--- config.mk ---
export PLATFORM = sky130hd
export DESIGN_NAME = fp2_elementwise
export DESIGN_NICKNAME = d
export VERILOG_FILES = /design/src/logic/field_pkg.sv /design/src/logic/fp2_elementwise.sv
export VERILOG_INCLUDE_DIRS = /design/src /design/src/include
export SDC_FILE = /design/constraint.sdc
export NUM_CORES = 1
export LEC_CHECK = 0
export BUFFER_PORTS_ARGS = -buffer_cell sky130_fd_sc_hd__buf_2
export CORE_MARGIN = 4
export CORE_UTILIZATION = 35
export CTS_CLUSTER_SIZE = 8
export DETAILED_ROUTE_END_ITERATION = 10
export GPL_ROUTABILITY_DRIVEN = 0
export GPL_TIMING_DRIVEN = 0
export RECOVER_POWER = 50
export SETUP_SLACK_MARGIN = 0.15
export SKIP_CTS_REPAIR_TIMING = 1
export SYNTH_ARGS = -nofsm -noshare
export SYNTH_HDL_FRONTEND = slang
export SYNTH_SLANG_ARGS = --single-unit
--- constraint.sdc ---
create_clock -name i_clk -period 2.8 [get_ports i_clk]
set_clock_uncertainty 0.15 [all_clocks]
set_input_delay 0.28 -clock i_clk [delete_from_list [all_inputs] [get_ports i_clk]]
set_output_delay 0.28 -clock i_clk [all_outputs]
set_load 0.01 [all_outputs]
--- src/include/field_config.svh ---
// ====================================================================
// Field constants for the Fp2 arithmetic block, shared by the package,
// the RTL and the testbench. Include it wherever a constant is needed
// ====================================================================

`ifndef FIELD_CONFIG_SVH
`define FIELD_CONFIG_SVH

// Prime modulus p and the non-residue beta, with u^2 = beta
`define FP_MODULUS     65521
`define FP_NONRESIDUE  17
// Barrett constant floor(2^32 / p)
`define FP_BARRETT_MU  65551
// Width of the caller tag that rides along with each request
`define USER_TAG_BITS  4

`endif

--- src/logic/field_pkg.sv ---
// ====================================================================
// Element and request types for the Fp2 arithmetic block. Modules use
// them through scoped names
// ====================================================================

`default_nettype none

`include "field_config.svh"

package field_pkg;
  typedef logic [15:0] fp_t;
  // c0 + c1*u
  typedef struct packed {
    fp_t c1;
    fp_t c0;
  } fp2_t;
  typedef logic [3:0] step_t;
  typedef struct packed {
    fp_t                       a;
    fp_t                       b;
    logic                      sub;
    step_t                     step;
    logic [`USER_TAG_BITS-1:0] user;
  } as_req_t;
  typedef struct packed {
    fp_t                       res;
    step_t                     step;
    logic [`USER_TAG_BITS-1:0] user;
  } as_rsp_t;
endpackage

`default_nettype wire

--- src/logic/fp2_elementwise.sv ---
// ====================================================================
// Fp2 add/sub channel. Each element goes out as two Fp operations,
// c0 then c1, and is rebuilt when the c1 half comes back
// ====================================================================

`timescale 1ns/100ps
`default_nettype none

`include "field_config.svh"

module fp2_elementwise (
  input  logic                      i_clk,
  input  logic                      i_rst,
  input  logic                      i_ew_val,
  output logic                      o_ew_rdy,
  input  field_pkg::fp2_t           i_ew_a,
  input  field_pkg::fp2_t           i_ew_b,
  input  logic                      i_ew_sub,
  input  logic [`USER_TAG_BITS-1:0] i_ew_tag,
  output logic                      o_req_val,
  input  logic                      i_req_rdy,
  output field_pkg::as_req_t        o_req,
  input  logic                      i_rsp_val,
  output logic                      o_rsp_rdy,
  input  field_pkg::as_rsp_t        i_rsp,
  output logic                      o_ew_res_val,
  input  logic                      i_ew_res_rdy,
  output field_pkg::fp2_t           o_ew_res,
  output logic [`USER_TAG_BITS-1:0] o_ew_res_tag
);
  logic           half;
  logic           req_free;
  field_pkg::fp_t lo_res;

  assign req_free  = ~o_req_val | i_req_rdy;
  // Request is consumed with its second half
  assign o_ew_rdy  = half & req_free;
  assign o_rsp_rdy = ~o_ew_res_val | i_ew_res_rdy;

  always_ff @(posedge i_clk) begin
    if (i_rst) begin
      half         <= 1'b0;
      o_req_val    <= 1'b0;
      o_ew_res_val <= 1'b0;
    end else begin
      if (req_free) begin
        o_req_val <= i_ew_val;
        if (i_ew_val) begin
          half <= ~half;
        end
      end
      if (o_ew_res_val && i_ew_res_rdy) begin
        o_ew_res_val <= 1'b0;
      end
      if (i_rsp_val && o_rsp_rdy && i_rsp.step[0]) begin
        o_ew_res_val <= 1'b1;
      end
    end
  end

  always_ff @(posedge i_clk) begin
    if (req_free) begin
      o_req.a    <= half ? i_ew_a.c1 : i_ew_a.c0;
      o_req.b    <= half ? i_ew_b.c1 : i_ew_b.c0;
      o_req.sub  <= i_ew_sub;
      o_req.step <= field_pkg::step_t'(half);
      o_req.user <= i_ew_tag;
    end
    // Half 0 waits in lo_res until its partner arrives
    if (i_rsp_val && o_rsp_rdy) begin
      if (i_rsp.step[0]) begin
        o_ew_res.c1  <= i_rsp.res;
        o_ew_res.c0  <= lo_res;
        o_ew_res_tag <= i_rsp.user;
      end else begin
        lo_res <= i_rsp.res;
      end
    end
  end
endmodule

`default_nettype wire

==> results.sh <==
export IMPL_r2r_start="o_req_val"
export IMPL_ys_ff_latch=93
export IMPL_hold_depth=2
export IMPL_setup_violations=0
export IMPL_r2r_end="half"
export IMPL_cp_cell_sequence="clkbuf_1 > buf_12 > and2_1 > buf_2"
export IMPL_area_growth_pct=42.77
export IMPL_worstHoldStart="i_rst"
export IMPL_grt_pass1_vias=2016
export IMPL_critPathArrivalTime_ps=1670
export IMPL_cap_violations=0
export IMPL_required_ps=2370
export IMPL_netlist_area_um2=3400
export IMPL_initial_core_util=0.3645
export IMPL_worst_path_max_fanout=10
export IMPL_drc=0
export IMPL_fin_crit_sh=0.7487
export IMPL_numCtsBuffers=9
export IMPL_fillers=819
export IMPL_holdCritPathClass="in -> reg"
export IMPL_synth_xor_area_share=0
export IMPL_port_buffers=173
export IMPL_peakVddDrop_mv=0.2596
export IMPL_fin_nets=458
export IMPL_worstSetupStartpointType="flip-flop"
export IMPL_routedWlPerCell_um=15.02
export IMPL_rsz0062_at_grt="false"
export IMPL_final_cell_mix="131 x buf_2, 90 x edfxtp_1, 44 x clkbuf_1"
export IMPL_path_class="reg -> out"
export IMPL_drive_gt1_frac=0.5137
export IMPL_ys_seq_area_frac=0.8127
export IMPL_htree_levels=3
export IMPL_syn_mean_instance_area_um2=23.13
export IMPL_grt_max_degree=37
export IMPL_fin_setup_tns_ps=0
export IMPL_final_common_cell="buf_2"
export IMPL_drt_vias_per_instance=4.156
export IMPL_wl_um=7404
export IMPL_dp_hpwl_um=5452
export IMPL_rr_worst_depth=4
export IMPL_cts_root_buf="clkbuf_8"
export IMPL_antenna_cells=0
export IMPL_maxSlewViolCount=0
export IMPL_clock_tree_buffer_depth=2
export IMPL_clock_latency_ps=340
export IMPL_grt_overflow=0
export IMPL_synthMuxAreaShare=0.1369
export IMPL_status="finished, final reports clean"
export IMPL_place_area_um2=4458
export IMPL_synth_simple_area_share=0.01362
export IMPL_synth_distinct_cells=16
export IMPL_power_density_nw_per_um2=618.5
export IMPL_min_period_ps=2096
export IMPL_track_usage=0.1231
export IMPL_antenna_left=0
export IMPL_fp_row_count=35
export IMPL_r2r_slack_ps=800
export IMPL_tightest_slew_ps=820.3
export IMPL_die_w_um=106.6
export IMPL_grt_pass1_wl_um=10490
export IMPL_clk_pin_slew_worst_paths_ps=90
export IMPL_syn_instance_count=147
export IMPL_worst_hold_path_endpoint="o_ew_res_val"
export IMPL_cts_sinks=93
export IMPL_crit_slowest_cell="clkbuf_1"
export IMPL_ys_warnings_count=0
export IMPL_cts_tree="built"
export IMPL_postLayoutCellArea_um2=4853
export IMPL_coreArea_um2=9328
export IMPL_die_area_um2=11350
export IMPL_synth_adder_area_share=0
export IMPL_synth_top_family_by_area="multiplexers"
export IMPL_max_stage_delay_ps=530
export IMPL_first_iter_violations=51
export IMPL_grt_antenna_before_repair=0
export IMPL_maxSlewHeadroom=0.4531
export IMPL_via_count=2049
export IMPL_synth_compound_area_frac=0.006993
export IMPL_cp_end_kind="output pin"
export IMPL_final_util=0.5203
export IMPL_io_pins=180
export IMPL_clock_fmax_mhz=477.0
export IMPL_drt_pass1_iterations=4
export IMPL_die_h_um=106.6
export IMPL_total_leakage_power_nw=1.993
export IMPL_hold_viol_final=0
[how the worst max path moves through the flow]
stage	from	to	slack [ps]
after floorplan	i_req_rdy	o_ew_rdy	770
after CTS	o_ew_res_val	lo_res[13]	690
after global routing	o_req_val	half	570
final	half	o_ew_rdy	700
after global placement	i_req_rdy	o_ew_rdy	220
after detailed placement	i_ew_res_rdy	lo_res[11]	610
[cell families after synthesis]
family          Yosys count
compound gates            4
buf+inv                   8
flops                    93
mux                      32
other cells               1
simple gates              9
[cell type report]
type	instances	area, um^2	area share
timing repair buffer	199	1069	0.2202
multi-input combinational	48	550.5	0.1134
clock buffer	10	127.6	0.02630
clock inverter	6	92.59	0.01908
buffer	7	86.33	0.01779
tap	129	161.4	0.03326
inverter	1	3.754	0.0007734
sequential	93	2763	0.5692
[flip-flops by register name (all words and copies together), names as in the netlist]
register,count
half,1
lo_res,16
o_ew_res,32
o_ew_res_tag,4
o_ew_res_val,1
o_req,38
o_req_val,1
[routing by layer]
metal  share of wire  global-route usage  up-vias
met3            0.11             0.05464        9
met2            0.49              0.1977      121
met1            0.39              0.1436      932
met4           0.015             0.05205        0
met5               0                   0        -
li1                -                   -      987
[synth_stat cells]
master    number  area (um^2)
buf_12         3        60.06
conb_1         1        3.750
a31o_1         1        8.760
and2_1         1        6.260
buf_6          1        11.26
nor2_1         2        7.510
dfxtp_1        3        60.06
a21oi_1        3        15.01
and3_1         1        6.260
mux2_2         4        45.04
mux2_4        28        420.4
nand2b_1       3        18.77
nand2_1        2        7.510
edfxtp_1      90         2703
inv_1          1        3.750
buf_4          3        22.52
[through the flow]
step / power (mW) / hold slack, ps / worst slack (ps) / cells
after floorplan: 1.881 / 199.1 / 768.7 / 149
after global placement: 2.052 / 250.5 / 221.5 / 451
after detailed placement: 2.060 / 254.5 / 609.2 / 452
after CTS: 3.035 / -63.71 / 690.0 / 468
after global routing: 3.138 / 6.072 / 573.8 / 493
final: 3.002 / 20.80 / 703.6 / 493
[power breakdown]
| part | leakage [nW] | internal, mW | switching [mW] |
|---|---|---|---|
| clock network | 0.104 | 0.510 | 0.457 |
| registers | 0.906 | 1.64 | 0.0248 |
| logic | 0.984 | 0.203 | 0.172 |
| total | 1.99 | 2.35 | 0.654 |
[critical path, delay by kind of cell (launching register included)]
kind                   cells  cell delay, ps
buffers and inverters      3             880
DFF                        1             330
and+or+nand+nor            1             120
(Power assumes the default switching activity.)
