--- config.mk ---
export PLATFORM = sky130hd
export DESIGN_NAME = fp_mod_mul
export DESIGN_NICKNAME = d
export VERILOG_FILES = /design/src/logic/field_pkg.sv /design/src/logic/fp_mod_mul.sv
export VERILOG_INCLUDE_DIRS = /design/src /design/src/include
export SDC_FILE = /design/constraint.sdc
export NUM_CORES = 1
export LEC_CHECK = 0
export BUFFER_PORTS_ARGS = -buffer_cell sky130_fd_sc_hd__buf_2
export CAP_MARGIN = 0
export CORE_ASPECT_RATIO = 0.8
export CORE_UTILIZATION = 35
export CTS_CLUSTER_SIZE = 8
export DETAILED_ROUTE_END_ITERATION = 7
export SYNTH_ARGS = -nofsm -noshare
export SYNTH_HDL_FRONTEND = slang
export SYNTH_SLANG_ARGS = --single-unit
--- constraint.sdc ---
create_clock -name i_clk -period 15 [get_ports i_clk]
set_clock_uncertainty 0.05 [all_clocks]
set_input_delay 3 -clock i_clk [delete_from_list [all_inputs] [get_ports i_clk]]
set_output_delay 3 -clock i_clk [all_outputs]
set_load 0.01 [all_outputs]
--- src/include/field_config.svh ---
// ====================================================================
// Field constants for the Fp2 arithmetic block, shared by the package,
// the RTL and the testbench. Include it wherever a constant is needed
// ====================================================================

`ifndef FIELD_CONFIG_SVH
`define FIELD_CONFIG_SVH

// Prime modulus p and the non-residue beta, with u^2 = beta
`define FP_MODULUS     65521
`define FP_NONRESIDUE  17
// Barrett constant floor(2^32 / p)
`define FP_BARRETT_MU  65551
// Width of the caller tag that rides along with each request
`define USER_TAG_BITS  4

`endif

--- src/logic/field_pkg.sv ---
// ====================================================================
// Element and request types for the Fp2 arithmetic block. Modules use
// them through scoped names
// ====================================================================

`default_nettype none

`include "field_config.svh"

package field_pkg;
  typedef logic [15:0] fp_t;
  // c0 + c1*u
  typedef struct packed {
    fp_t c1;
    fp_t c0;
  } fp2_t;
  typedef logic [3:0] step_t;
  typedef struct packed {
    fp_t                       a;
    fp_t                       b;
    logic                      sub;
    step_t                     step;
    logic [`USER_TAG_BITS-1:0] user;
  } as_req_t;
  typedef struct packed {
    fp_t                       res;
    step_t                     step;
    logic [`USER_TAG_BITS-1:0] user;
  } as_rsp_t;
endpackage

`default_nettype wire

--- src/logic/fp_mod_mul.sv ---
// ====================================================================
// Three-stage modular multiplier over Fp using Barrett reduction.
// The pipeline stalls as a whole while its output is held
// ====================================================================

`timescale 1ns/100ps
`default_nettype none

`include "field_config.svh"

module fp_mod_mul (
  input  logic             i_clk,
  input  logic             i_rst,
  input  logic             i_val,
  output logic             o_rdy,
  input  field_pkg::fp_t   i_a,
  input  field_pkg::fp_t   i_b,
  input  field_pkg::step_t i_step,
  output logic             o_val,
  input  logic             i_rdy,
  output field_pkg::fp_t   o_res,
  output field_pkg::step_t o_step
);
  localparam logic [17:0] P  = 18'(`FP_MODULUS);
  localparam logic [16:0] MU = 17'(`FP_BARRETT_MU);

  logic             en;
  logic             v1;
  logic             v2;
  logic [31:0]      x1;
  logic [31:0]      x2;
  logic [16:0]      q2;
  field_pkg::step_t st1;
  field_pkg::step_t st2;
  logic [33:0]      q_full;
  logic [17:0]      r0;
  logic [17:0]      r1;
  logic [17:0]      r2;

  assign en    = ~o_val | i_rdy;
  assign o_rdy = en;

  // Quotient estimate from the top 17 bits, low by at most two
  assign q_full = x1[31:15] * MU;

  // Remainder is below 3p, so 18 bits hold it exactly
  assign r0 = x2[17:0] - 18'(q2 * P);
  assign r1 = (r0 >= P) ? r0 - P : r0;
  assign r2 = (r1 >= P) ? r1 - P : r1;

  always_ff @(posedge i_clk) begin
    if (i_rst) begin
      v1    <= 1'b0;
      v2    <= 1'b0;
      o_val <= 1'b0;
    end else if (en) begin
      v1    <= i_val;
      v2    <= v1;
      o_val <= v2;
    end
  end

  always_ff @(posedge i_clk) begin
    if (en) begin
      x1     <= i_a * i_b;
      st1    <= i_step;
      x2     <= x1;
      q2     <= q_full[33:17];
      st2    <= st1;
      o_res  <= r2[15:0];
      o_step <= st2;
    end
  end
endmodule

`default_nettype wire

==> results.toml, run 1 <==
[run_status]
outcome = "completed"

[synthesis]
netlist_area_mm2 = 0.01861
yosysTopAreaCell = "fa_1"
yosysSeqAreaShare = 0.1565
async_reset_ff_frac = 0
synth-edff-count = 95
yosys_warnings = 0
synthTopCellsByArea = "fa_1 32%, ha_1 17%, edfxtp_1 15%, inv_1 9.3%, nand2_1 4.1%"
avgSynthCellArea_um2 = 9.738
synth_ff_type = "edfxtp_1"
synth-seq-cells = 98
syn_inst = 1911
syn_nets = 2501
synth_top_area_share = 0.3152
ys_types = 89

[final_layout]
synthToLayoutAreaGrowth_pct = 7.214
regArea_mm2 = 0.002913
num_antenna_cells = 0
final_cell_area_mm2 = 0.01995
fillCellCount = 5160
layout.nets = 2533
final_layout_size_suffix_gt1_frac = 0.06006
multi_input_area_mm2 = 0.01380

[floorplanning]
core_area_mm2 = 0.05246
dieHeight_um = 208.2
dieArea_mm2 = 0.05410
initial_core_util = 0.3548
io-pin-count = 62
rows = 75
die_w_um = 259.8

[job]
drv_cap = 0

[detailed_routing]
drt-vias-per-instance = 4.821
drtAntennaViolNets = 0
drt_iter0_markers = 612
drc = 0
dr.pass1.iters = 5
routed_wl_mm = 40.59
vias = 12730
wl_per_cell_um = 15.37

[clocking]
cts_resized = 0
cts_tree = "yes"
cts.sinks = 98
ctsLongestPathBuffers = 2
cts_made_buffers = 9
htree_levels = 3
path_clk_slew_ns = 0.08
insertion_delay_ns = 0.36
hold_buffers = 0
cts_root_buffer = "clkbuf_16"
post_cts_buffers = 0

[timing]
setup_violations = 0
slew_violations = 0
fin_tns_setup_ns = 0
finalHoldViolCount = 0
hold_ws_ns = 0.3689
setup_ws_ns = 5.020
rsz0062_at_grt = "no"
min_period_ns = 9.980
period_share = 0.6653
max_freq_mhz = 100.2
tightest_slew_ns = 1.064
slew_headroom = 0.2906

[placement]
dpl_cell_area_mm2 = 0.01964
pre_cts_slack_ns = 4.661
port_buffers = 61
place_hpwl_mm = 34.60
place_congestion = 0.8759

[grt]
grt_first_pass_wirelength_mm = 68.27
track_usage = 0.1569
grtUsageMet1 = 0.2327
overflow = 0
antenna_found_initial = 1
grt_max_degree = 78
grt_pass1_vias = 13470
grtUsageMet2 = 0.2501
met3_usage = 0.01706
busiest_layer = "met2"

[worst_setup_path]
required_ns = 15.07
crit_type = "primary input to register"
worst_setup_path_start_kind = "primary input"
cpMaxStageDelayCell = "fa_1"
cp_slowest_stage_delay_ns = 0.56
worstPathArrival_ns = 10.05
setup.worst_path.end_class = "register"
crit_top_cell = "fa_1"
crit_fanout = 16

[hold_path]
min_path_type = "register to register"
[worst max-delay path, delay by kind of cell]
| family | cells | cell delay, ns |
|---|---|---|
| buffers and inverters | 6 | 0.54 |
| AND/OR/NAND/NOR | 5 | 0.94 |
| AO/OA/AOI/OAI | 7 | 2.05 |
| XOR/XNOR | 1 | 0.10 |
| adder cells (fa/ha/maj) | 7 | 3.42 |
[synthesized netlist by cell type, types with 11 or more instances]
| library cell | count |
|---|---|
| nor3_1 | 18 |
| xor2_1 | 19 |
| clkbuf_1 | 38 |
| fa_1 | 293 |
| and3_1 | 11 |
| nand3_1 | 27 |
| o21ai_0 | 25 |
| and2_1 | 102 |
| edfxtp_1 | 95 |
| or3_1 | 11 |
| inv_1 | 462 |
| ha_1 | 257 |
| nand2_1 | 201 |
| nor2_1 | 45 |
| a21oi_1 | 47 |
| a211oi_1 | 13 |
| a21o_1 | 19 |
| xnor2_1 | 67 |
[worst paths after layout]
| kind | startpoint | to | slack, ns | depth (start not counted) |
|---|---|---|---|---|
| min | x1[0]$_DFFE_PP_ | x2[0]$_DFFE_PP_ | 0.37 | 0 |
| max reg2reg | q2[0]$_DFFE_PP_ | o_res[3]$_DFFE_PP_ | 6.59 | 23 |
| max | i_a[10] | x1[31]$_DFFE_PP_ | 5.02 | 26 |
| min reg2reg | x1[0]$_DFFE_PP_ | x2[0]$_DFFE_PP_ | 0.37 | 0 |
[layer usage]
| metal | wire (um) | up-vias | share of wire |
|---|---|---|---|
| li1 | - | 6108 | - |
| met2 | 18190 | 258 | 0.45 |
| met1 | 20330 | 6332 | 0.50 |
| met5 | 0 | - | 0 |
| met4 | 394 | 0 | 0.0097 |
| met3 | 1684 | 33 | 0.041 |
[layout make-up]
class / instances / area share
sequential: 98 / 0.1460
multi-input combinational: 1308 / 0.6917
inverter: 463 / 0.08711
clock inverter: 7 / 0.004390
clock buffer: 9 / 0.01129
timing repair buffer: 63 / 0.01605
tap: 693 / 0.04346
[registers in the layout, indices dropped and copies added (netlist names), 4 cells and up]
register / count
x1: 32
x2: 18
q2: 17
o_res: 16
o_step: 4
st1: 4
st2: 4
[logic make-up after synthesis]
group                    after synthesis  synth area share
buffers and inverters                505            0.1023
adder cells (fa/ha/maj)              550            0.4880
AO/OA/AOI/OAI                        189           0.07389
AND/OR/NAND/NOR                      471            0.1299
XOR/XNOR                              91           0.04559
multiplexers                           7          0.003833
flip-flops                            98            0.1565
[placed cells by master (no fill, tap or decap), types with 5 or more instances in the layout]
cell	instances
edfxtp_1	95
nand4_1	6
a21oi_1	47
o21a_1	8
o21bai_1	7
ha_1	257
and3_1	11
xor2_1	19
nand3_1	27
nor2b_1	5
mux2i_1	6
inv_1	462
nor4_1	5
and2_1	102
nand2_1	201
or2_2	6
o21ai_0	25
o211ai_1	8
a211o_1	6
clkbuf_16	9
nor2_1	45
nand2b_1	5
a211oi_1	13
buf_2	61
or3_1	11
nor3_1	18
a21o_1	19
xnor2_1	67
fa_1	293
[per-stage QoR]
stage,std cells,utilization
2_1_floorplan,1911,-
3_3_place_gp,2625,0.3744
3_5_place_dp,2625,0.3744
4_1_cts,2641,0.3803
5_1_grt,2641,0.3803
6_report,2641,0.3803
Power of run 1 is not shown: default switching activity piles up to over one toggle a cycle in this logic, so the estimate is an artifact.
==> run 2: changes to the inputs <==
==> constraint.sdc (replaced) <==
create_clock -name i_clk -period 8.8 [get_ports i_clk]
set_clock_uncertainty 0.05 [all_clocks]
set_input_delay 1.76 -clock i_clk [delete_from_list [all_inputs] [get_ports i_clk]]
set_output_delay 1.76 -clock i_clk [all_outputs]
set_load 0.01 [all_outputs]
==> results.toml, run 2 (same netlist as run 1, synthesis figures left out) <==
[floorplanning]
io-pin-count = 62
core_area_mm2 = 0.05246
dieArea_mm2 = 0.05410
initial_core_util = 0.3548
rows = 75
dieHeight_um = 208.2
die_w_um = 259.8

[placement]
place_hpwl_mm = 35.30
port_buffers = 61
place_congestion = 0.9076

[grt]
grt_first_pass_wirelength_mm = 68.88
antenna_found_initial = 1
track_usage = 0.1586
grt_pass1_vias = 13530
grt_max_degree = 77
overflow = 0

[worst_setup_path]
crit_start = "q2[1]$_DFFE_PP_"
cp_slowest_stage_delay_ns = 0.73
crit_fanout = 14
required_ns = 8.85
worst_setup_path_start_kind = "register"
crit_top_cell = "inv_1"
worstPathArrival_ns = 8.39
cpMaxStageDelayCell = "o311ai_0"
setup.worst_path.end_class = "register"
cp.buffers_inverters = 5
path_delay_family = "compound AO/OA/AOI/OAI gates"
crit_chain = "inv_1, fa_1, inv_1, ha_1, ha_1, fa_1, inv_1, fa_1, inv_1, fa_1, inv_1, ha_1, a211o_1, o311ai_0, a2111oi_0, a311o_1, o211a_2, a31oi_2, mux2i_1, ha_1, o2111ai_1, a41oi_4, o22ai_1, xnor2_1"
regToRegStartpoint = "q2[1]$_DFFE_PP_"
crit_type = "register to register"

[detailed_routing]
dr.pass1.iters = 5
vias = 12730
wl_per_cell_um = 15.31
drt_iter0_markers = 580
drt-vias-per-instance = 4.767
drc = 0
routed_wl_mm = 40.87
drtAntennaViolNets = 0

[timing]
period_share = 0.9472
max_freq_mhz = 120.0
slew_headroom = 0.3852
rsz0062_at_grt = "no"
fin_tns_setup_ns = 0
tightest_slew_ns = 0.9222
min_period_ns = 8.335
slew_violations = 0
setup_violations = 0
finalHoldViolCount = 0

[final_layout]
final_layout_size_suffix_gt1_frac = 0.07385
final_common_cell = "inv_1"
synthToLayoutAreaGrowth_pct = 8.344
layout.nets = 2562
most-common-layout-cells = "462 x inv_1, 293 x fa_1, 257 x ha_1"
num_antenna_cells = 0
largest_reg_flops = 32
reg_top3 = "x1 (32), x2 (18), q2 (17)"
regMostFlops = "x1"

[clocking]
ctsLongestPathBuffers = 2
path_clk_slew_ns = 0.07
post_cts_buffers = 0
htree_levels = 3
cts_root_buffer = "clkbuf_16"
cts.sinks = 98
insertion_delay_ns = 0.36
cts_made_buffers = 9
cts_tree = "yes"

[run_status]
outcome = "completed"

[job]
drv_cap = 0

[hold_path]
min_path_type = "register to register"
min_from = "x1[9]$_DFFE_PP_"
run 2: path summary, 6_finish.rpt:
kind                                            to  slack [ns]  cells past startpoint
worst max-delay path            o_res[3]$_DFFE_PP_        0.46                     24
worst min-delay path               x2[9]$_DFFE_PP_        0.36                      0
worst max register to register  o_res[3]$_DFFE_PP_        0.46                     24
worst min register to register     x2[9]$_DFFE_PP_        0.36                      0
run 2: metrics by stage:
stage	worst slack, ns	util	hold slack [ns]	instances	area, um^2
after floorplan	0.4572	-	0.3503	1911	18610
final	0.4648	0.3844	0.3643	2670	20160
after CTS	0.5019	0.3843	0.3637	2670	20160
after global placement	0.1519	0.3785	0.3509	2654	19860
after global routing	0.05437	0.3844	0.3719	2670	20160
after detailed placement	0.1362	0.3785	0.3545	2654	19860
run 2: what timing repair did:
action	in CTS	in global routing
hold buffers	0	0
setup endpoints to repair	0	1
resized for setup	0	1
run 2: worst reg2reg max path, cell delays in order (launching register included):
cell	delay, ns
edfxtp_1	0.43
inv_1	0.13
fa_1	0.63
inv_1	0.11
ha_1	0.24
ha_1	0.22
fa_1	0.53
inv_1	0.05
fa_1	0.48
inv_1	0.06
fa_1	0.52
inv_1	0.04
ha_1	0.33
a211o_1	0.31
o311ai_0	0.73
a2111oi_0	0.27
a311o_1	0.41
o211a_2	0.25
a31oi_2	0.53
mux2i_1	0.40
ha_1	0.24
o2111ai_1	0.28
a41oi_4	0.55
o22ai_1	0.16
xnor2_1	0.16
run 2: area by class of cell:
| class | instances | area (um^2) |
|---|---|---|
| fillers | 5193 | 32290 |
| flip-flops and latches | 98 | 2913 |
| well taps | 693 | 867.1 |
| clock inverters | 7 | 75.07 |
| repair buffers | 92 | 538.0 |
| inverters | 463 | 1738 |
| clock buffers | 9 | 225.2 |
| multi-input cells | 1308 | 13810 |
run 2: metal layers:
metal  vias to the layer above  wire, um  GRT usage
met5                         -         0          0
met3                        33      2055    0.01913
met4                         0       568    0.03529
li1                       6164         -          -
met1                      6236     20290     0.2330
met2                       295     17960     0.2486
Power of run 2 is left out for the same reason.
