==> src/include/field_config.svh <==
// ====================================================================
// Field constants for the Fp2 arithmetic block, shared by the package,
// the RTL and the testbench. Include it wherever a constant is needed
// ====================================================================

`ifndef FIELD_CONFIG_SVH
`define FIELD_CONFIG_SVH

// Prime modulus p and the non-residue beta, with u^2 = beta
`define FP_MODULUS     65521
`define FP_NONRESIDUE  17
// Barrett constant floor(2^32 / p)
`define FP_BARRETT_MU  65551
// Width of the caller tag that rides along with each request
`define USER_TAG_BITS  4

`endif

==> src/logic/field_pkg.sv <==
// ====================================================================
// Element and request types for the Fp2 arithmetic block. Modules use
// them through scoped names
// ====================================================================

`default_nettype none

`include "field_config.svh"

package field_pkg;
  typedef logic [15:0] fp_t;
  // c0 + c1*u
  typedef struct packed {
    fp_t c1;
    fp_t c0;
  } fp2_t;
  typedef logic [3:0] step_t;
  typedef struct packed {
    fp_t                       a;
    fp_t                       b;
    logic                      sub;
    step_t                     step;
    logic [`USER_TAG_BITS-1:0] user;
  } as_req_t;
  typedef struct packed {
    fp_t                       res;
    step_t                     step;
    logic [`USER_TAG_BITS-1:0] user;
  } as_rsp_t;
endpackage

`default_nettype wire

==> src/logic/fp2_mul_sched.sv <==
// ====================================================================
// Karatsuba Fp2 multiply. Nine steps are issued to the shared add/sub
// unit and the multiplier as their inputs become available
// ====================================================================

`timescale 1ns/100ps
`default_nettype none

`include "field_config.svh"

module fp2_mul_sched (
  input  logic                      i_clk,
  input  logic                      i_rst,
  input  logic                      i_mul_val,
  output logic                      o_mul_rdy,
  input  field_pkg::fp2_t           i_mul_a,
  input  field_pkg::fp2_t           i_mul_b,
  input  logic [`USER_TAG_BITS-1:0] i_mul_tag,
  output logic                      o_req_val,
  input  logic                      i_req_rdy,
  output field_pkg::as_req_t        o_req,
  input  logic                      i_rsp_val,
  output logic                      o_rsp_rdy,
  input  field_pkg::as_rsp_t        i_rsp,
  output logic                      o_mm_val,
  input  logic                      i_mm_rdy,
  output field_pkg::fp_t            o_mm_a,
  output field_pkg::fp_t            o_mm_b,
  output field_pkg::step_t          o_mm_step,
  input  logic                      i_mm_val,
  output logic                      o_mm_rdy,
  input  field_pkg::fp_t            i_mm_res,
  input  field_pkg::step_t          i_mm_step,
  output logic                      o_mul_res_val,
  input  logic                      i_mul_res_rdy,
  output field_pkg::fp2_t           o_mul_res,
  output logic [`USER_TAG_BITS-1:0] o_mul_res_tag
);
  localparam field_pkg::fp_t BETA = 16'(`FP_NONRESIDUE);
  // Steps 0,1,4,5 are products, the rest go to the add/sub unit
  localparam logic [8:0] MM_STEPS = 9'b000110011;
  localparam logic [8:0] AS_STEPS = 9'b111001100;

  logic [8:0]       issued;
  logic [8:0]       done;
  logic [8:0]       dep_ok;
  logic [8:0]       mm_cand;
  logic [8:0]       as_cand;
  field_pkg::fp_t   val_q [9];
  field_pkg::step_t mm_pick;
  field_pkg::step_t as_pick;
  field_pkg::fp_t   mm_a;
  field_pkg::fp_t   mm_b;
  field_pkg::fp_t   as_a;
  field_pkg::fp_t   as_b;
  logic             mm_free;
  logic             as_free;
  logic             res_take;

  // c1 = t - bb, t = m - aa, c0 = aa + nb, nb = beta*bb, m = sa*sb
  assign dep_ok = {done[7] & done[1], done[4] & done[0], done[0] & done[5], done[1],
                   done[2] & done[3], {4{i_mul_val}}};
  assign mm_cand = dep_ok & ~issued & MM_STEPS;
  assign as_cand = dep_ok & ~issued & AS_STEPS;
  assign mm_free = ~o_mm_val | i_mm_rdy;
  assign as_free = ~o_req_val | i_req_rdy;

  assign o_mm_rdy      = 1'b1;
  assign o_rsp_rdy     = 1'b1;
  assign o_mul_res_val = &done;
  assign o_mul_res     = '{c1: val_q[8], c0: val_q[6]};
  assign o_mul_res_tag = i_mul_tag;
  assign res_take      = o_mul_res_val & i_mul_res_rdy;
  assign o_mul_rdy     = res_take;

  // Lowest ready step per unit
  always_comb begin
    mm_pick = '0;
    as_pick = '0;
    for (int k = 8; k >= 0; k--) begin
      if (mm_cand[k]) mm_pick = field_pkg::step_t'(k);
      if (as_cand[k]) as_pick = field_pkg::step_t'(k);
    end
  end

  always_comb begin
    mm_a = i_mul_a.c0;
    mm_b = i_mul_b.c0;
    as_a = i_mul_a.c0;
    as_b = i_mul_a.c1;
    case (mm_pick)
      4'd1: begin mm_a = i_mul_a.c1; mm_b = i_mul_b.c1; end
      4'd4: begin mm_a = val_q[2]; mm_b = val_q[3]; end
      4'd5: begin mm_a = BETA; mm_b = val_q[1]; end
      default: ;
    endcase
    case (as_pick)
      4'd3: begin as_a = i_mul_b.c0; as_b = i_mul_b.c1; end
      4'd6: begin as_a = val_q[0]; as_b = val_q[5]; end
      4'd7: begin as_a = val_q[4]; as_b = val_q[0]; end
      4'd8: begin as_a = val_q[7]; as_b = val_q[1]; end
      default: ;
    endcase
  end

  always_ff @(posedge i_clk) begin
    if (i_rst) begin
      issued    <= '0;
      done      <= '0;
      o_mm_val  <= 1'b0;
      o_req_val <= 1'b0;
    end else begin
      if (mm_free) begin
        o_mm_val <= |mm_cand;
        if (|mm_cand) issued[mm_pick] <= 1'b1;
      end
      if (as_free) begin
        o_req_val <= |as_cand;
        if (|as_cand) issued[as_pick] <= 1'b1;
      end
      if (i_mm_val) done[i_mm_step] <= 1'b1;
      if (i_rsp_val) done[i_rsp.step] <= 1'b1;
      if (res_take) begin
        issued <= '0;
        done   <= '0;
      end
    end
  end

  always_ff @(posedge i_clk) begin
    if (mm_free) begin
      o_mm_a    <= mm_a;
      o_mm_b    <= mm_b;
      o_mm_step <= mm_pick;
    end
    if (as_free) begin
      o_req <= '{a: as_a, b: as_b, sub: (as_pick >= 4'd7), step: as_pick, user: i_mul_tag};
    end
    if (i_mm_val) val_q[i_mm_step] <= i_mm_res;
    if (i_rsp_val) val_q[i_rsp.step] <= i_rsp.res;
  end
endmodule

`default_nettype wire

==> config.mk <==
export PLATFORM = sky130hd
export DESIGN_NAME = fp2_mul_sched
export DESIGN_NICKNAME = d
export VERILOG_FILES = /design/src/logic/field_pkg.sv /design/src/logic/fp2_mul_sched.sv
export VERILOG_INCLUDE_DIRS = /design/src /design/src/include
export SDC_FILE = /design/constraint.sdc
export NUM_CORES = 1
export LEC_CHECK = 0
export BUFFER_PORTS_ARGS = -buffer_cell sky130_fd_sc_hd__buf_2
export CAP_MARGIN = 10
export CORE_MARGIN = 8
export CORE_UTILIZATION = 60
export CTS_CLUSTER_DIAMETER = 150
export DETAILED_ROUTE_END_ITERATION = 8
export GPL_TIMING_DRIVEN = 0
export HOLD_SLACK_MARGIN = 0.1
export PLACE_DENSITY = 0.93
export SYNTH_ARGS = -nofsm -noshare
export SYNTH_HDL_FRONTEND = slang
export SYNTH_SLANG_ARGS = --single-unit
export TNS_END_PERCENT = 5
==> constraint.sdc <==
create_clock -name i_clk -period 7.45 [get_ports i_clk]
set_input_delay 2.235 -clock i_clk [delete_from_list [all_inputs] [get_ports i_clk]]
set_output_delay 2.235 -clock i_clk [all_outputs]
set_load 0.005 [all_outputs]
==> metrics.txt <==
# TYPE chip_impl_metric gauge
chip_impl_metric{name="placement_rows",unit=""} 51
chip_impl_metric{name="die_area",unit="mm2"} 0.02419
chip_impl_info{name="timing.setup.critical_path_class",value="in -> out"} 1
chip_impl_metric{name="worst-slew-pin-transition",unit="ps"} 996.0
chip_impl_metric{name="core_ar",unit="mm2"} 0.01927
chip_impl_metric{name="dr.first_iter.drc_count",unit=""} 1447
chip_impl_metric{name="yosys.area.top_type_share",unit="%"} 56.30
chip_impl_metric{name="cp_required",unit="ps"} 5220
chip_impl_metric{name="maxCapViolations",unit=""} 0
chip_impl_metric{name="critical_path_arrival",unit="ps"} 2590
chip_impl_metric{name="num-fill-cells",unit=""} 1254
chip_impl_metric{name="setup_tns",unit="ps"} 0
chip_impl_metric{name="globalplace.congestion",unit=""} 0.9563
chip_impl_metric{name="register_area",unit="mm2"} 0.006977
chip_impl_metric{name="postRouteAntennaNets",unit=""} 0
chip_impl_info{name="status",value="finished with violations"} 1
chip_impl_metric{name="first_pass_grt_wire_length",unit="mm"} 53.19
chip_impl_metric{name="power_density",unit="mW/mm2"} 220.9
chip_impl_metric{name="r2r_cells",unit=""} 5
chip_impl_metric{name="pre_cts_slack",unit="ps"} 2622
chip_impl_metric{name="die_height",unit="um"} 155.5
chip_impl_metric{name="ys_types",unit=""} 47
chip_impl_metric{name="start_util",unit="%"} 60.62
chip_impl_metric{name="power.ir.vdd_worst",unit="mV"} 0.1771
chip_impl_metric{name="global_route.overflow_total",unit=""} 0
chip_impl_metric{name="drt_pre_antenna_iters",unit=""} 9
chip_impl_info{name="synthTopCellsByCount",value="sky130_fd_sc_hd__edfxtp_1, sky130_fd_sc_hd__mux2_2, sky130_fd_sc_hd__nor2_1"} 1
chip_impl_metric{name="first_global_vias",unit=""} 9056
chip_impl_metric{name="cts_hold_buffers",unit=""} 0
chip_impl_metric{name="synth_seq_area_share",unit="%"} 59.73
chip_impl_metric{name="worst_path_largest_cell_delay",unit="ps"} 130
chip_impl_metric{name="area_overhead_vs_synth",unit="%"} 20.43
chip_impl_metric{name="detail_route.wl_per_cell",unit="um"} 24.22
chip_impl_metric{name="via_per_inst",unit=""} 6.311
chip_impl_metric{name="fmaxAchievable",unit="MHz"} 207.2
chip_impl_metric{name="detail_route.wirelength",unit="mm"} 35.28
chip_impl_info{name="synthDominantAreaCellType",value="sky130_fd_sc_hd__edfxtp_1"} 1
chip_impl_info{name="violations_in_the_final_reports",value="DRC"} 1
chip_impl_metric{name="grtUsageTotal",unit="%"} 28.35
chip_impl_metric{name="synth_warnings",unit=""} 0
chip_impl_metric{name="ys_async_sr_fraction",unit="%"} 0
chip_impl_metric{name="post-route-period-util",unit="%"} 64.77
chip_impl_metric{name="final_net_count",unit=""} 1295
chip_impl_metric{name="fin_crit",unit="ps"} 4826
chip_impl_metric{name="place.detailed.hpwl",unit="mm"} 26.46
chip_impl_metric{name="finalHoldViolations",unit=""} 0
chip_impl_metric{name="postCtsSetupRepairBufs",unit=""} 0
chip_impl_metric{name="netlist_instances",unit=""} 909
chip_impl_metric{name="final.setup.worst_slack",unit="ps"} 2624
chip_impl_metric{name="drc",unit=""} 15
chip_impl_info{name="setup.worst_path.end_class",value="output pin"} 1
chip_impl_metric{name="io_buffer_count",unit=""} 229
chip_impl_metric{name="cts.path.max_buffers",unit=""} 3
chip_impl_metric{name="report.power.total",unit="mW"} 3.108
chip_impl_metric{name="synth-edff-count",unit=""} 219
chip_impl_info{name="setup.worst_path.start_class",value="input pin"} 1
chip_impl_info{name="critPathMostFrequentCell",value="sky130_fd_sc_hd__buf_2"} 1
chip_impl_metric{name="number_of_antenna_violations_at_the_first_check_in_global_routing",unit=""} 0
chip_impl_metric{name="number_of_top_level_design_ports",unit=""} 239
chip_impl_metric{name="finalSetupViolCount",unit=""} 0
chip_impl_info{name="crit_chain",value="buf_2 -> and2_1 -> buf_2"} 1
chip_impl_metric{name="cts.htree.levels",unit=""} 1
chip_impl_metric{name="worstHoldPathCells",unit=""} 1
chip_impl_metric{name="drive_above_1_share",unit="%"} 36.91
chip_impl_info{name="clock_tree_from_tritoncts",value="yes"} 1
chip_impl_metric{name="numCtsBuffers",unit=""} 25
chip_impl_metric{name="finalMaxSlewViolations",unit=""} 0
chip_impl_info{name="worst_path_max_delay_cell",value="sky130_fd_sc_hd__and2_1"} 1
chip_impl_metric{name="antenna_diode_count",unit=""} 0
chip_impl_metric{name="slew_headroom",unit="%"} 33.60
chip_impl_metric{name="finClkSkew",unit="ps"} 14.43
chip_impl_metric{name="ys_ff_latch",unit=""} 239
chip_impl_info{name="min-delay-path-class",value="reg -> reg"} 1
chip_impl_info{name="grt_setup_unrepaired",value="false"} 1
chip_impl_info{name="synth_area_leaders",value="sky130_fd_sc_hd__edfxtp_1, sky130_fd_sc_hd__mux2_2, sky130_fd_sc_hd__mux2_1"} 1
chip_impl_info{name="postSynth.topFlopCell",value="sky130_fd_sc_hd__edfxtp_1"} 1
chip_impl_metric{name="clk_sinks",unit=""} 239
chip_impl_metric{name="cts_resized",unit=""} 0
chip_impl_info{name="clock_tree.root_cell",value="sky130_fd_sc_hd__clkbuf_16"} 1
chip_impl_metric{name="fin_worst_hold_slack",unit="ps"} 479.7
chip_impl_metric{name="detailroute.via_count",unit=""} 9195
chip_impl_metric{name="worst_skew_pair.late_latency",unit="ps"} 510
chip_impl_metric{name="critical_path.max_fanout",unit=""} 3
chip_impl_metric{name="die_width",unit="um"} 155.5
chip_impl_metric{name="syn-cell-area",unit="mm2"} 0.01168
chip_impl_metric{name="static-leakage-power",unit="nW"} 5.390
chip_impl_metric{name="worst_setup_hold_path_clk_slew",unit="ps"} 60
chip_impl_metric{name="mean_instance_size_in_the_synthesized_netlist",unit="um2"} 12.85
chip_impl_metric{name="grt_start_max_net_pins",unit=""} 40
chip_impl_metric{name="multi_input_area",unit="mm2"} 0.004295
chip_impl_info{name="synth.most_common_cell",value="sky130_fd_sc_hd__edfxtp_1"} 1
[power by group]
| part | internal [mW] | switching [mW] |
|---|---|---|
| clock | 0.671 | 0.493 |
| combinational | 0.152 | 0.205 |
| sequential | 1.56 | 0.0261 |
[flip-flops by register name, indices dropped and copies added, names as in the netlist]
name       count
done           9
o_mm_step      2
o_mm_val       1
o_mm_b        16
issued         9
o_mm_a        16
o_req         41
val_q        144
o_req_val      1
[routing by layer]
metal	part of all wire [%]	GRT usage, %	vias to the layer above
met2	46	45.22	829
li1	-	-	3996
met5	0	0	-
met3	13	6.260	123
met4	4.1	11.28	0
met1	37	37.22	4247
[through the flow]
step                instance area [um2]  utilization [%]  instances
floorplan                         11690                -        911
CTS                               14070            73.00       1457
detailed placement                13310            69.04       1413
global placement                  13170            68.32       1405
finish                            14070            73.00       1457
global route                      14070            73.00       1457
[cell type report]
cell class              count  area share (%)
clock inverters            10          0.2935
inverters                  17          0.4536
flip-flops and latches    239           49.60
well taps                 265           2.357
plain buffers              69           2.766
repair buffers            237           8.877
clock buffers              34           5.123
multi-input cells         586           30.53
[worst max-delay path: cells and delay by family]
kind	cells	cell delay, ps
buf+inv	2	230
simple gates	1	130
[path summary, 6_finish.rpt]
kind	from	to	slack, ps
min reg2reg	done[8]	done[8]	480
max reg2reg	done[3]	o_mm_a[7]	5020
max	i_mul_res_rdy	o_mul_rdy	2620
min	done[8]	done[8]	480
[logic make-up (layout without fill, tap and decap cells)]
group / Yosys count / after routing / synth area share [%]
AO/OA/AOI/OAI: 187 / 187 / 11.74
buffers and inverters: 86 / 367 / 3.867
flip-flops: 239 / 239 / 59.73
multiplexers: 144 / 144 / 13.88
other: 2 / 4 / 0.06429
AND/OR/NAND/NOR: 251 / 251 / 10.72
[cell usage in the layout, fill, tap and decap left out, types with 4 or more instances in the layout]
cell	instances
sky130_fd_sc_hd__o32a_1	32
sky130_fd_sc_hd__nand2_1	57
sky130_fd_sc_hd__buf_2	248
sky130_fd_sc_hd__clkbuf_8	4
sky130_fd_sc_hd__buf_6	7
sky130_fd_sc_hd__and3b_1	4
sky130_fd_sc_hd__a21oi_1	71
sky130_fd_sc_hd__nor2b_1	4
sky130_fd_sc_hd__conb_1	4
sky130_fd_sc_hd__nor3_1	17
sky130_fd_sc_hd__buf_4	20
sky130_fd_sc_hd__o21a_1	25
sky130_fd_sc_hd__clkbuf_16	26
sky130_fd_sc_hd__a31oi_1	4
sky130_fd_sc_hd__a222oi_1	14
sky130_fd_sc_hd__nand3b_2	4
sky130_fd_sc_hd__inv_1	17
sky130_fd_sc_hd__dfxtp_1	20
sky130_fd_sc_hd__edfxtp_1	219
sky130_fd_sc_hd__mux2_1	40
sky130_fd_sc_hd__clkbuf_1	30
sky130_fd_sc_hd__clkinv_1	7
sky130_fd_sc_hd__nor2_1	81
sky130_fd_sc_hd__and2_1	34
sky130_fd_sc_hd__mux2_2	104
sky130_fd_sc_hd__o31ai_1	16
sky130_fd_sc_hd__nand3_1	32
sky130_fd_sc_hd__nand2b_1	5
Power figures use the tool's default switching activity.
