--- config.mk ---
export PLATFORM = sky130hd
export DESIGN_NAME = fp_add_sub
export DESIGN_NICKNAME = d
export VERILOG_FILES = /design/src/logic/field_pkg.sv /design/src/logic/fp_add_sub.sv
export VERILOG_INCLUDE_DIRS = /design/src /design/src/include
export SDC_FILE = /design/constraint.sdc
export NUM_CORES = 1
export LEC_CHECK = 0
export CAP_MARGIN = 40
export CORE_MARGIN = 8
export CORE_UTILIZATION = 60
export CTS_CLUSTER_DIAMETER = 30
export DETAILED_ROUTE_END_ITERATION = 7
export DONT_BUFFER_PORTS = 1
export PLACE_DENSITY = 0.73
export SKIP_LAST_GASP = 1
export SYNTH_ARGS = -nofsm -noshare
export SYNTH_HDL_FRONTEND = slang
export SYNTH_SLANG_ARGS = --single-unit
--- constraint.sdc ---
create_clock -name i_clk -period 6.1 [get_ports i_clk]
set_input_delay 1.22 -clock i_clk [delete_from_list [all_inputs] [get_ports i_clk]]
set_output_delay 1.22 -clock i_clk [all_outputs]
set_load 0.02 [all_outputs]
--- src/include/field_config.svh ---
// ====================================================================
// Field constants for the Fp2 arithmetic block, shared by the package,
// the RTL and the testbench. Include it wherever a constant is needed
// ====================================================================

`ifndef FIELD_CONFIG_SVH
`define FIELD_CONFIG_SVH

// Prime modulus p and the non-residue beta, with u^2 = beta
`define FP_MODULUS     65521
`define FP_NONRESIDUE  17
// Barrett constant floor(2^32 / p)
`define FP_BARRETT_MU  65551
// Width of the caller tag that rides along with each request
`define USER_TAG_BITS  4

`endif

--- src/logic/field_pkg.sv ---
// ====================================================================
// Element and request types for the Fp2 arithmetic block. Modules use
// them through scoped names
// ====================================================================

`default_nettype none

`include "field_config.svh"

package field_pkg;
  typedef logic [15:0] fp_t;
  // c0 + c1*u
  typedef struct packed {
    fp_t c1;
    fp_t c0;
  } fp2_t;
  typedef logic [3:0] step_t;
  typedef struct packed {
    fp_t                       a;
    fp_t                       b;
    logic                      sub;
    step_t                     step;
    logic [`USER_TAG_BITS-1:0] user;
  } as_req_t;
  typedef struct packed {
    fp_t                       res;
    step_t                     step;
    logic [`USER_TAG_BITS-1:0] user;
  } as_rsp_t;
endpackage

`default_nettype wire

--- src/logic/fp_add_sub.sv ---
// ====================================================================
// Modular adder/subtractor over Fp with one cycle of latency. Step and
// user fields pass through to the response unchanged
// ====================================================================

`timescale 1ns/100ps
`default_nettype none

`include "field_config.svh"

module fp_add_sub (
  input  logic               i_clk,
  input  logic               i_rst,
  input  logic               i_req_val,
  output logic               o_req_rdy,
  input  field_pkg::as_req_t i_req,
  output logic               o_rsp_val,
  input  logic               i_rsp_rdy,
  output field_pkg::as_rsp_t o_rsp
);
  localparam logic [16:0] P = 17'(`FP_MODULUS);

  logic [16:0] sum;
  logic [16:0] diff;
  logic [16:0] res;

  assign o_req_rdy = ~o_rsp_val | i_rsp_rdy;
  assign sum  = {1'b0, i_req.a} + {1'b0, i_req.b};
  assign diff = {1'b0, i_req.a} - {1'b0, i_req.b};

  // One correction by p brings either result back into range
  always_comb begin
    if (i_req.sub) begin
      res = diff[16] ? diff + P : diff;
    end else begin
      res = (sum >= P) ? sum - P : sum;
    end
  end

  always_ff @(posedge i_clk) begin
    if (i_rst) begin
      o_rsp_val <= 1'b0;
    end else if (o_req_rdy) begin
      o_rsp_val <= i_req_val;
    end
  end

  always_ff @(posedge i_clk) begin
    if (o_req_rdy && i_req_val) begin
      o_rsp.res  <= res[15:0];
      o_rsp.step <= i_req.step;
      o_rsp.user <= i_req.user;
    end
  end
endmodule

`default_nettype wire

==> impl_results.md, run 1 <==
- Status: finished, final reports clean
- Register area: 741 um2
- Post-synth EDFFs: 24
- WP buf/inv: 1
- Clock Tree Buf Depth: 2
- Commonest cells in the synthesized netlist: 35 x ha_1, 34 x inv_1, 34 x nor2_1
- Std-Cell Rows: 29
- Critical path required time: 6110 ps
- Synth top area cells: edfxtp_1 19%, ha_1 11%, xnor2_1 5.2%
- Max Used Layer: met4
- WS Path Type: input pin to register
- CP Capture Type: register
- Max_slew headroom: 0.565
- Mapped Cells: 470
- Resize count post-CTS: 0
- Cell family with most CP delay: compound AO/OA/AOI/OAI gates
- I/O pins: 71
- Final setup TNS: 0 ps
- Postcts setup bufs: 0
- First-pass GRT wire length: between 15000 and 20000 um
- Hold Crit Class: register to register
- Ys Warns: 0
- Initial Utilization: 0.614
- Final hold violations: 0
- F_max: 0.228 GHz
- Syn_nets: 552
- Tot GR Track Use: 0.204
- CP peak stage delay: 520 ps
- CP max FO: 12
- DRT Pass-1 Iters: 4
- Post-synthesis cell area: around 3900 um2
- DR WL/cell: roughly 18 um
- Top FF cell, synth: edfxtp_1
- H-tree depth: 1
- Worst EP arrival: ~4400 ps
- Layout cells sized above 1: 0.0778
- Final Cycle Share: 0.719
- Die height: 96.4 um
- Ant diodes: 0
- RSZ-0062 raised after global routing: no
- Synth cell types: 82
- CTS buffer count: 3
- Fill cells: about 570
- Post-synthesis sequential area ratio: 0.191
- Worst-path cell chain: inv_1 -> ha_1 -> nor2b_1 -> a21o_1 -> or3_1 -> o21a_1 -> o2111ai_1 -> o211ai_1 -> o31a_1 -> a2111oi_0 -> a211oi_1
- DIE WIDTH: between 90 and 100 um
- Leak: around 0.0015 uW
- Top-count cell post-synth: ha_1
- CP startpoint kind: input pin
- Die area: between 9000 and 10000 um2
- Via Count: 3533
- Antenna violations before repair: 0
- Via-to-Cell Ratio: 6.70
- Metal3 WL: 836 um
- Routability Congestion: 0.934
- M1 WL: 4580 um
- FF+latch count, synth: 25
- Post-route cell area: 3900 um2
- Vias in the first global route: 3291
- 1st-iter DRT viols: 254
- P&R area growth vs syn: 0.711%
- Worst skew pair latency: 270 ps
- Final wirelength: 9630 um
- CTS Hold Bufs: 0
- Post-layout min period: 4390 ps
- CORE AREA: between 6000 and 7000 um2
- Ys async rst share: 0
- Clock sinks: 25
- Worst path slowest cell: ha_1
- Multi-input gate area: around 2900 um2
- Least-Margin Pin Slew: ~650 ps
- Dominant cell type by area after synthesis: edfxtp_1
- Hold Slack: 793 ps
- Clk Tree Root Cell: clkbuf_8
- # DRC: 0
- Max-cap violations: 0
- Gr ovfl total: 0
- Syn_area_per_cell: 8.24 um2
- Fin nets: roughly 530
- Met2 WL: about 4100 um
- DPL Wire Length: 7830 um
- Post-DP Area: about 3900 um2
- Max-slew violations: 0
- Largest net degree at the start of global routing: 32
- Setup-failing EPs final: 0
- Layout Utilization: 0.618
- VDD IR-drop max: about 0.00018 V
- Port Buffers: 0
- Cell area power density: ~190 nW/um2
- Final ANT Viol Nets: 0
- Yosys top cell area share: 0.186
- CTS tree: built
- Worst Skew: 3.33 ps
- Reg clk slew, reported paths: 80 ps
==> through the flow <==
step           total power, uW  instances  worst slack (ps)
4_1_cts                    740        527              1770
3_5_place_dp               647        523              1490
2_1_floorplan              576        470              1970
3_3_place_gp               635        521              1260
6_report                   747        527              1710
5_1_grt                    794        527              1520
==> report_power, final <==
part | switching [uW] | total (uW) | leakage (uW) | internal [uW]
registers | 30.9 | 248 | 0.000240 | 217
logic | 252 | 404 | 0.00122 | 153
clock network | 48.0 | 94.6 | 0.0000228 | 46.7
==> final timing paths <==
check                           startpoint        end  slack [ps]  cells past startpoint
worst max-delay path             i_req[15]  o_rsp[12]        1710                     11
worst min-delay path             o_rsp_val  o_rsp_val         790                      2
worst max register to register   o_rsp_val  o_rsp[20]        4640                      3
worst min register to register   o_rsp_val  o_rsp_val         790                      2
==> cell families (layout without fill, tap and decap cells) <==
group	count (synthesis)	in the layout	synth area share
adders and majority gates	37	37	0.123
muxes	8	8	0.0207
AOI/OAI and AO/OA	132	132	0.270
and+or+nand+nor	172	172	0.244
xor gates and xnor gates	32	32	0.0778
buffers and inverters	64	44	0.0730
DFF	25	25	0.191
==> placed cells by master (no fill, tap or decap), types with 8 or more instances in the layout <==
cell type and instances:
a211oi_1 8, a21o_1 8, a21oi_1 21, edfxtp_1 24, ha_1 35, inv_1 34
mux2i_1 8, nand2_1 24, nand2b_1 13, nand3_1 15, nor2_1 34, nor3_1 25
nor4_1 11, o21ai_0 17, xnor2_1 23
==> routing by layer <==
metal | vias up | global-route usage
li1 | 1724 | -
met1 | 1634 | 0.292
met2 | 164 | 0.318
met3 | 11 | 0.0218
met4 | 0 | 0.0530
met5 | - | 0
==> tightest hold or removal path: cells and delay by family, from the launching register on <==
family,cells,cell delay [ps]
DFF,1,380
AOI/OAI and AO/OA,1,110
and+or+nand+nor,1,270
==> layout make-up <==
cell class,count,share of cell area
Clock buffer,4,0.0115
Inverter,37,0.0356
Multi-Input combinational cell,381,0.731
Sequential cell,25,0.190
Tap cell,77,0.0247
Timing Repair Buffer,3,0.00770
==> state kept, by name, indices dropped and copies added (netlist names) <==
register,count
o_rsp,24
o_rsp_val,1
Note: power is estimated with default switching activity, not from simulation.
==> inputs of run 2 (changes only) <==
Settings changed: PLACE_DENSITY 0.73 to 0.76.
Clock period 6.1 ns to 3.53 ns, I/O delays scaled along.
==> impl_results.md, run 2 (synthesized netlist as in run 1, its figures left out) <==
- Status: finished, final reports clean (unchanged)
- Cell family with most CP delay: simple AND/OR/NAND/NOR gates (was compound AO/OA/AOI/OAI gates)
- Via-to-Cell Ratio: 6.53 (was 6.70)
- Max-slew violations: 0 (unchanged)
- Max_slew headroom: 0.658 (was 0.565)
- Final WS setup: 106 ps (was 1710 ps)
- Least-Margin Pin Slew: 500 ps (was 648 ps)
- # DRC: 0 (unchanged)
- Max-cap violations: 0 (unchanged)
- CP peak stage delay: 520 ps (about the same)
- Final Cycle Share: 0.970
- Via Count: 3977 (was 3533)
- Final wirelength: 10800 um (was 9630 um)
- Setup-failing EPs final: 0 (unchanged)
- Max reg flops: 24 (unchanged)
- Routability Congestion: 0.947 (was 0.934)
- DIE WIDTH: 96.4 um (unchanged)
- RSZ-0062 raised after global routing: yes (was no)
- Most flop-heavy register: o_rsp (unchanged)
- WS Path Type: input pin to register (unchanged)
- Reg clk slew, reported paths: 80 ps (about the same)
- Top flop regs: o_rsp: 24 flops, o_rsp_val: 1 flops (unchanged)
- Final ANT Viol Nets: 0 (unchanged)
- Clock sinks: 25 (unchanged)
- Fin nets: 615 (was 533)
- Vias in the first global route: 3499 (was 3291)
- Most frequent cells in the layout: 80 x buf_4, 34 x inv_1, 33 x nor2_1, 33 x ha_1, 25 x nor3_1 (was 35 x ha_1, 34 x inv_1, 34 x nor2_1)
- CP Capture Type: register (unchanged)
- CORE AREA: 6310 um2 (unchanged)
- Clock Tree Buf Depth: 2 (unchanged)
- I/O pins: 71 (unchanged)
- Tot GR Track Use: 0.218 (was 0.204)
- Critical path required time: 3610 ps (was 6110 ps)
- CTS buffer count: 3 (unchanged)
- CTS tree: built (unchanged)
- Final setup TNS: 0 ps (unchanged)
- Hold Crit Class: input pin to register (was register to register)
- VDD IR-drop max: 0.000400 V (was 0.000176 V)
- H-tree depth: 1 (unchanged)
- Cell area power density: 321 nW/um2 (was 191 nW/um2)
- Commonest non-fill, non-tap cell in the layout: buf_4 (was ha_1)
- Worst skew pair latency: 260 ps (was 270 ps)
- Worst Skew: 7.89 ps (was 3.33 ps)
- Leak: 0.00192 uW (was 0.00148 uW)
- Reg2Reg Depth: 3 (unchanged)
- DR WL/cell: 17.7 um (was 18.3 um)
- End of the worst hold path: o_rsp_val (unchanged)
- Ant diodes: 0 (unchanged)
- CP max FO: 4 (was 12)
- Gr ovfl total: 0 (unchanged)
- P&R area growth vs syn: 19.8% (was 0.711%)
- Place WS: -243 ps (was 1490 ps)
- Final hold violations: 0 (unchanged)
- DRT Pass-1 Iters: 5 (was 4)
- Port Buffers: 0 (unchanged)
- First-pass GRT wire length: 16500 um (was 15400 um)
- Clk Tree Root Cell: clkbuf_8 (unchanged)
- Std-Cell Rows: 29 (unchanged)
- Die height: 96.4 um (unchanged)
- Worst r2r src: o_rsp_val (unchanged)
- 1st-iter DRT viols: 292 (was 254)
- Hold Slack: 505 ps (was 793 ps)
- Initial Utilization: 0.614 (unchanged)
- DPL Wire Length: 8680 um (was 7830 um)
- CP startpoint kind: input pin (unchanged)
- Worst path slowest cell: or4_1 (was ha_1)
- Post-layout min period: 3420 ps
- Min-delay src: i_rst (was o_rsp_val)
- Worst EP arrival: 3500 ps (was 4390 ps)
- Antenna violations before repair: 0 (unchanged)
- WP buf/inv: 2 (was 1)
- FF-to-FF End: o_rsp[17] (was o_rsp[20])
- F_max: roughly 0.29 GHz
- Layout cells sized above 1: 0.248 (was 0.0778)
- Worst setup startpoint: i_req[9] (was i_req[15])
- Die area: 9280 um2 (unchanged)
- Layout Utilization: 0.735 (was 0.618)
- R2r setup slk: 2080 ps (was 4640 ps)
- Worst-path cell chain: ha_1 -> fa_2 -> nand2b_4 -> a21oi_1 -> or4_1 -> nand3_2 -> and4_1 -> o211ai_1 -> buf_4 -> o31ai_4 -> buf_6 -> a31oi_1 -> o31ai_2 (was inv_1 -> ha_1 -> nor2b_1 -> a21o_1 -> or3_1 -> o21a_1 -> o2111ai_1 -> o211ai_1 -> o31a_1 -> a2111oi_0 -> a211oi_1)
- Total power: 1490 uW (was 747 uW)
- Hold Path Cell Cnt: 1 (was 2)
- Largest net degree at the start of global routing: 32 (unchanged)
[run 2: cell count changes in the layout (fill, tap and decap cells not counted), moves of 2 or more]
cell / previous run / this run
buf_4: 2 / 80
ha_1: 35 / 33
xnor2_1: 23 / 21
ha_2: 0 / 2
xnor2_2: 0 / 2
buf_6: 0 / 2
[run 2: worst register-to-register path: stages (launching register included)]
cell and delay [ps]:
dfxtp_1 380, nand2b_1 260, and2_1 280, buf_8 220
[run 2: per-layer routing]
metal  vias to the layer above  track usage  part of all wire
met4                         0       0.0340             0.011
li1                       1894            -                 -
met1                      1831        0.315              0.44
met2                       236        0.348              0.44
met3                        16       0.0211              0.11
met5                         -            0                 0
[run 2: stage by stage]
| step | cells | instance area, um2 |
|---|---|---|
| 6_report | 609 | 4640 |
| 3_5_place_dp | 599 | 4450 |
| 4_1_cts | 603 | 4500 |
| 5_1_grt | 609 | 4640 |
| 3_3_place_gp | 598 | 4440 |
| 2_1_floorplan | 470 | 3900 |
[run 2: worst max path at each step]
stage                     cells past startpoint  slack [ps]   endpoint
after global routing                         12         -20  o_rsp[19]
after CTS                                    11          40  o_rsp[12]
final                                        13         110  o_rsp[20]
after detailed placement                     11        -240  o_rsp[12]
after floorplan                              13          20  o_rsp[12]
after global placement                       12        -110  o_rsp[12]
[run 2: repair_timing]
item,in CTS,in global routing
endpoints found under the setup margin,0,14
hold buffers,0,0
setup buffers,0,4
resized for setup,0,21
[run 2: final cells by class]
class | count | area (um2)
Fill cell | 475 | 1670
Sequential cell | 25 | 741
Inverter | 37 | 139
Multi-Input combinational cell | 382 | 2980
Timing Repair Buffer | 84 | 643
Tap cell | 77 | 96.3
Clock buffer | 3 | 41.3
Clock inverter | 1 | 5.00
[run 2: report_power, final]
part	switching (uW)	leakage [uW]	internal, uW
sequential	53.3	0.000240	375
combinational	489	0.00165	409
clock	83.9	0.0000255	78.7
total	627	0.00192	863
==> inputs of run 3 (changes only) <==
Settings changed: PLACE_DENSITY 0.76 to 0.73.
Clock period 3.53 ns to 4 ns, I/O delays scaled along.
==> impl_results.md, run 3 (synthesized netlist as in run 1, its figures left out) <==
- Most flop-heavy register: o_rsp (unchanged)
- Post-DP Area: 4080 um2 (was 4450 um2)
- Leak: 0.00163 uW (was 0.00192 uW)
- Clk network pwr share: 0.121 (was 0.109)
- P_int: 678 uW (was 863 uW)
- Part of the power in combinational logic: 0.565 (was 0.603)
- CP max FO: 7 (was 4)
- DPL Wire Length: 8510 um (was 8680 um)
- CP peak stage delay: 500 ps (was 520 ps)
- Place WS: -5.93 ps (was -243 ps)
- Fill cells: 553 (was 475)
- H-tree depth: 1 (unchanged)
- Least-Margin Pin Slew: 499 ps (was 500 ps)
- Clock sinks: 25 (unchanged)
- Top flop regs: o_rsp: 24 flops, o_rsp_val: 1 flops (unchanged)
- Via-to-Cell Ratio: 6.71 (was 6.53)
- Ant diodes: 0 (unchanged)
- Status: finished, final reports clean (unchanged)
- Layout cells sized above 1: 0.135 (was 0.248)
- Post-route cell area: 4130 um2 (was 4640 um2)
- Postcts setup bufs: 0 (unchanged)
- Multi-input gate area: 2850 um2 (was 2980 um2)
- Std-Cell Rows: 29 (unchanged)
- Die area: 9280 um2 (unchanged)
- Vias in the first global route: 3399 (was 3499)
- WP buf/inv: 2 (unchanged)
- Critical path required time: 4010 ps (was 3610 ps)
- Initial Utilization: 0.614 (unchanged)
- Max_slew headroom: 0.659 (was 0.658)
- F_max: 0.266 GHz
- Clock Tree Buf Depth: 2 (unchanged)
- DIE WIDTH: 96.4 um (unchanged)
- CORE AREA: 6310 um2 (unchanged)
- RSZ-0062 raised after global routing: no (was yes)
- Largest net degree at the start of global routing: 32 (unchanged)
- Worst EP arrival: 3770 ps (was 3500 ps)
- Worst skew pair latency: 260 ps (about the same)
- I/O pins: 71 (unchanged)
- Final wirelength: 10400 um (was 10800 um)
- 1st-iter DRT viols: 290 (was 292)
- Register area: 741 um2 (unchanged)
- Reg power frac: 0.314 (was 0.288)
- Worst Skew: 0.909 ps (was 7.89 ps)
- Via Count: 3738 (was 3977)
- Clk Tree Root Cell: clkbuf_8 (unchanged)
- DRT Pass-1 Iters: 5 (unchanged)
- Tot GR Track Use: 0.218 (about the same)
- Die height: 96.4 um (unchanged)
- Fin nets: 563 (was 615)
- First-pass GRT wire length: 16400 um (was 16500 um)
- Final setup TNS: 0 ps (unchanged)
- Routability Congestion: 0.931 (was 0.947)
- CP Capture Type: register (unchanged)
- Most frequent cells in the layout: 35 x ha_1, 34 x inv_1, 34 x nor2_1 (was 80 x buf_4, 34 x inv_1, 33 x nor2_1, 33 x ha_1, 25 x nor3_1)
- Cell family with most CP delay: simple AND/OR/NAND/NOR gates (unchanged)
- DR WL/cell: 18.7 um (was 17.7 um)
- # DRC: 0 (unchanged)
- Final ANT Viol Nets: 0 (unchanged)
- Cell area power density: 292 nW/um2 (was 321 nW/um2)
- Hold Crit Class: input pin to register (unchanged)
- Reg clk slew, reported paths: 80 ps (about the same)
- Worst-path cell chain: inv_1 -> ha_1 -> nand2b_1 -> a221o_1 -> or4_1 -> nand3_1 -> and4_1 -> o211ai_1 -> o31a_1 -> buf_4 -> nor4_1 -> a211oi_1 (was ha_1 -> fa_2 -> nand2b_4 -> a21oi_1 -> or4_1 -> nand3_2 -> and4_1 -> o211ai_1 -> buf_4 -> o31ai_4 -> buf_6 -> a31oi_1 -> o31ai_2)
- Final Cycle Share: 0.939
- Setup-failing EPs final: 0 (unchanged)
- Final WS setup: 245 ps (was 106 ps)
- CTS buffer count: 3 (unchanged)
- Gr ovfl total: 0 (unchanged)
- CTS Hold Bufs: 0 (unchanged)
- Antenna violations before repair: 0 (unchanged)
- Port Buffers: 0 (unchanged)
- Resize count post-CTS: 0 (unchanged)
- R2r setup slk: 2550 ps (was 2080 ps)
- Worst path slowest cell: or4_1 (unchanged)
- Max-cap violations: 0 (unchanged)
- VDD IR-drop max: 0.000257 V (was 0.000400 V)
- Switching Share: 0.436 (was 0.421)
- WS Path Type: input pin to register (unchanged)
- P&R area growth vs syn: 6.52% (was 19.8%)
- P_sw: 525 uW (was 627 uW)
- CTS tree: built (unchanged)
- Max reg flops: 24 (unchanged)
- Post-layout min period: approximately 3800 ps
- Max-slew violations: 0 (unchanged)
- Commonest non-fill, non-tap cell in the layout: ha_1 (was buf_4)
- CP startpoint kind: input pin (unchanged)
- Final hold violations: 0 (unchanged)
## run 3: path summary, 6_finish.rpt
check,start,to,depth (start not counted)
setup / recovery,i_req[10],o_rsp[16],12
hold / removal,i_rst,o_rsp_val,1
setup reg to reg,o_rsp_val,o_rsp[11],3
hold reg to reg,o_rsp_val,o_rsp_val,2
## run 3: power by group through the flow
stage               Clock (uW)  Combinational, uW  Sequential (uW)
finish                     145                680              379
global route               157                737              382
CTS                        148                664              380
detailed placement           0                660              387
global placement             0                645              384
floorplan                    0                499              380
## run 3: per-layer routing
| metal | vias to the layer above | track usage | share of wire |
|---|---|---|---|
| li1 | 1788 | - | - |
| met1 | 1730 | 0.306 | 0.46 |
| met2 | 202 | 0.339 | 0.44 |
| met3 | 18 | 0.0281 | 0.085 |
| met4 | 0 | 0.0681 | 0.020 |
| met5 | - | 0 | 0 |
## run 3: worst reg2reg max path, stage by stage (launching register included)
cell and delay (ps):
dfxtp_1 380, nand2b_1 250, and2_1 280, buf_8 230
## run 3: final cells by class
class,count,area share
Sequential cell,25,0.180
Timing Repair Buffer,33,0.0619
Inverter,37,0.0337
Tap cell,77,0.0233
Clock buffer,4,0.0109
Multi-Input combinational cell,381,0.691
## run 3: metrics by stage
| step | total power (uW) | cells | util | hold slack, ps |
|---|---|---|---|---|
| detailed placement | 1050 | 553 | 0.646 | 775 |
| global route | 1280 | 557 | 0.654 | 589 |
| floorplan | 879 | 470 | - | 729 |
| global placement | 1030 | 552 | 0.644 | 766 |
| CTS | 1190 | 557 | 0.654 | 586 |
| finish | 1200 | 557 | 0.654 | 589 |
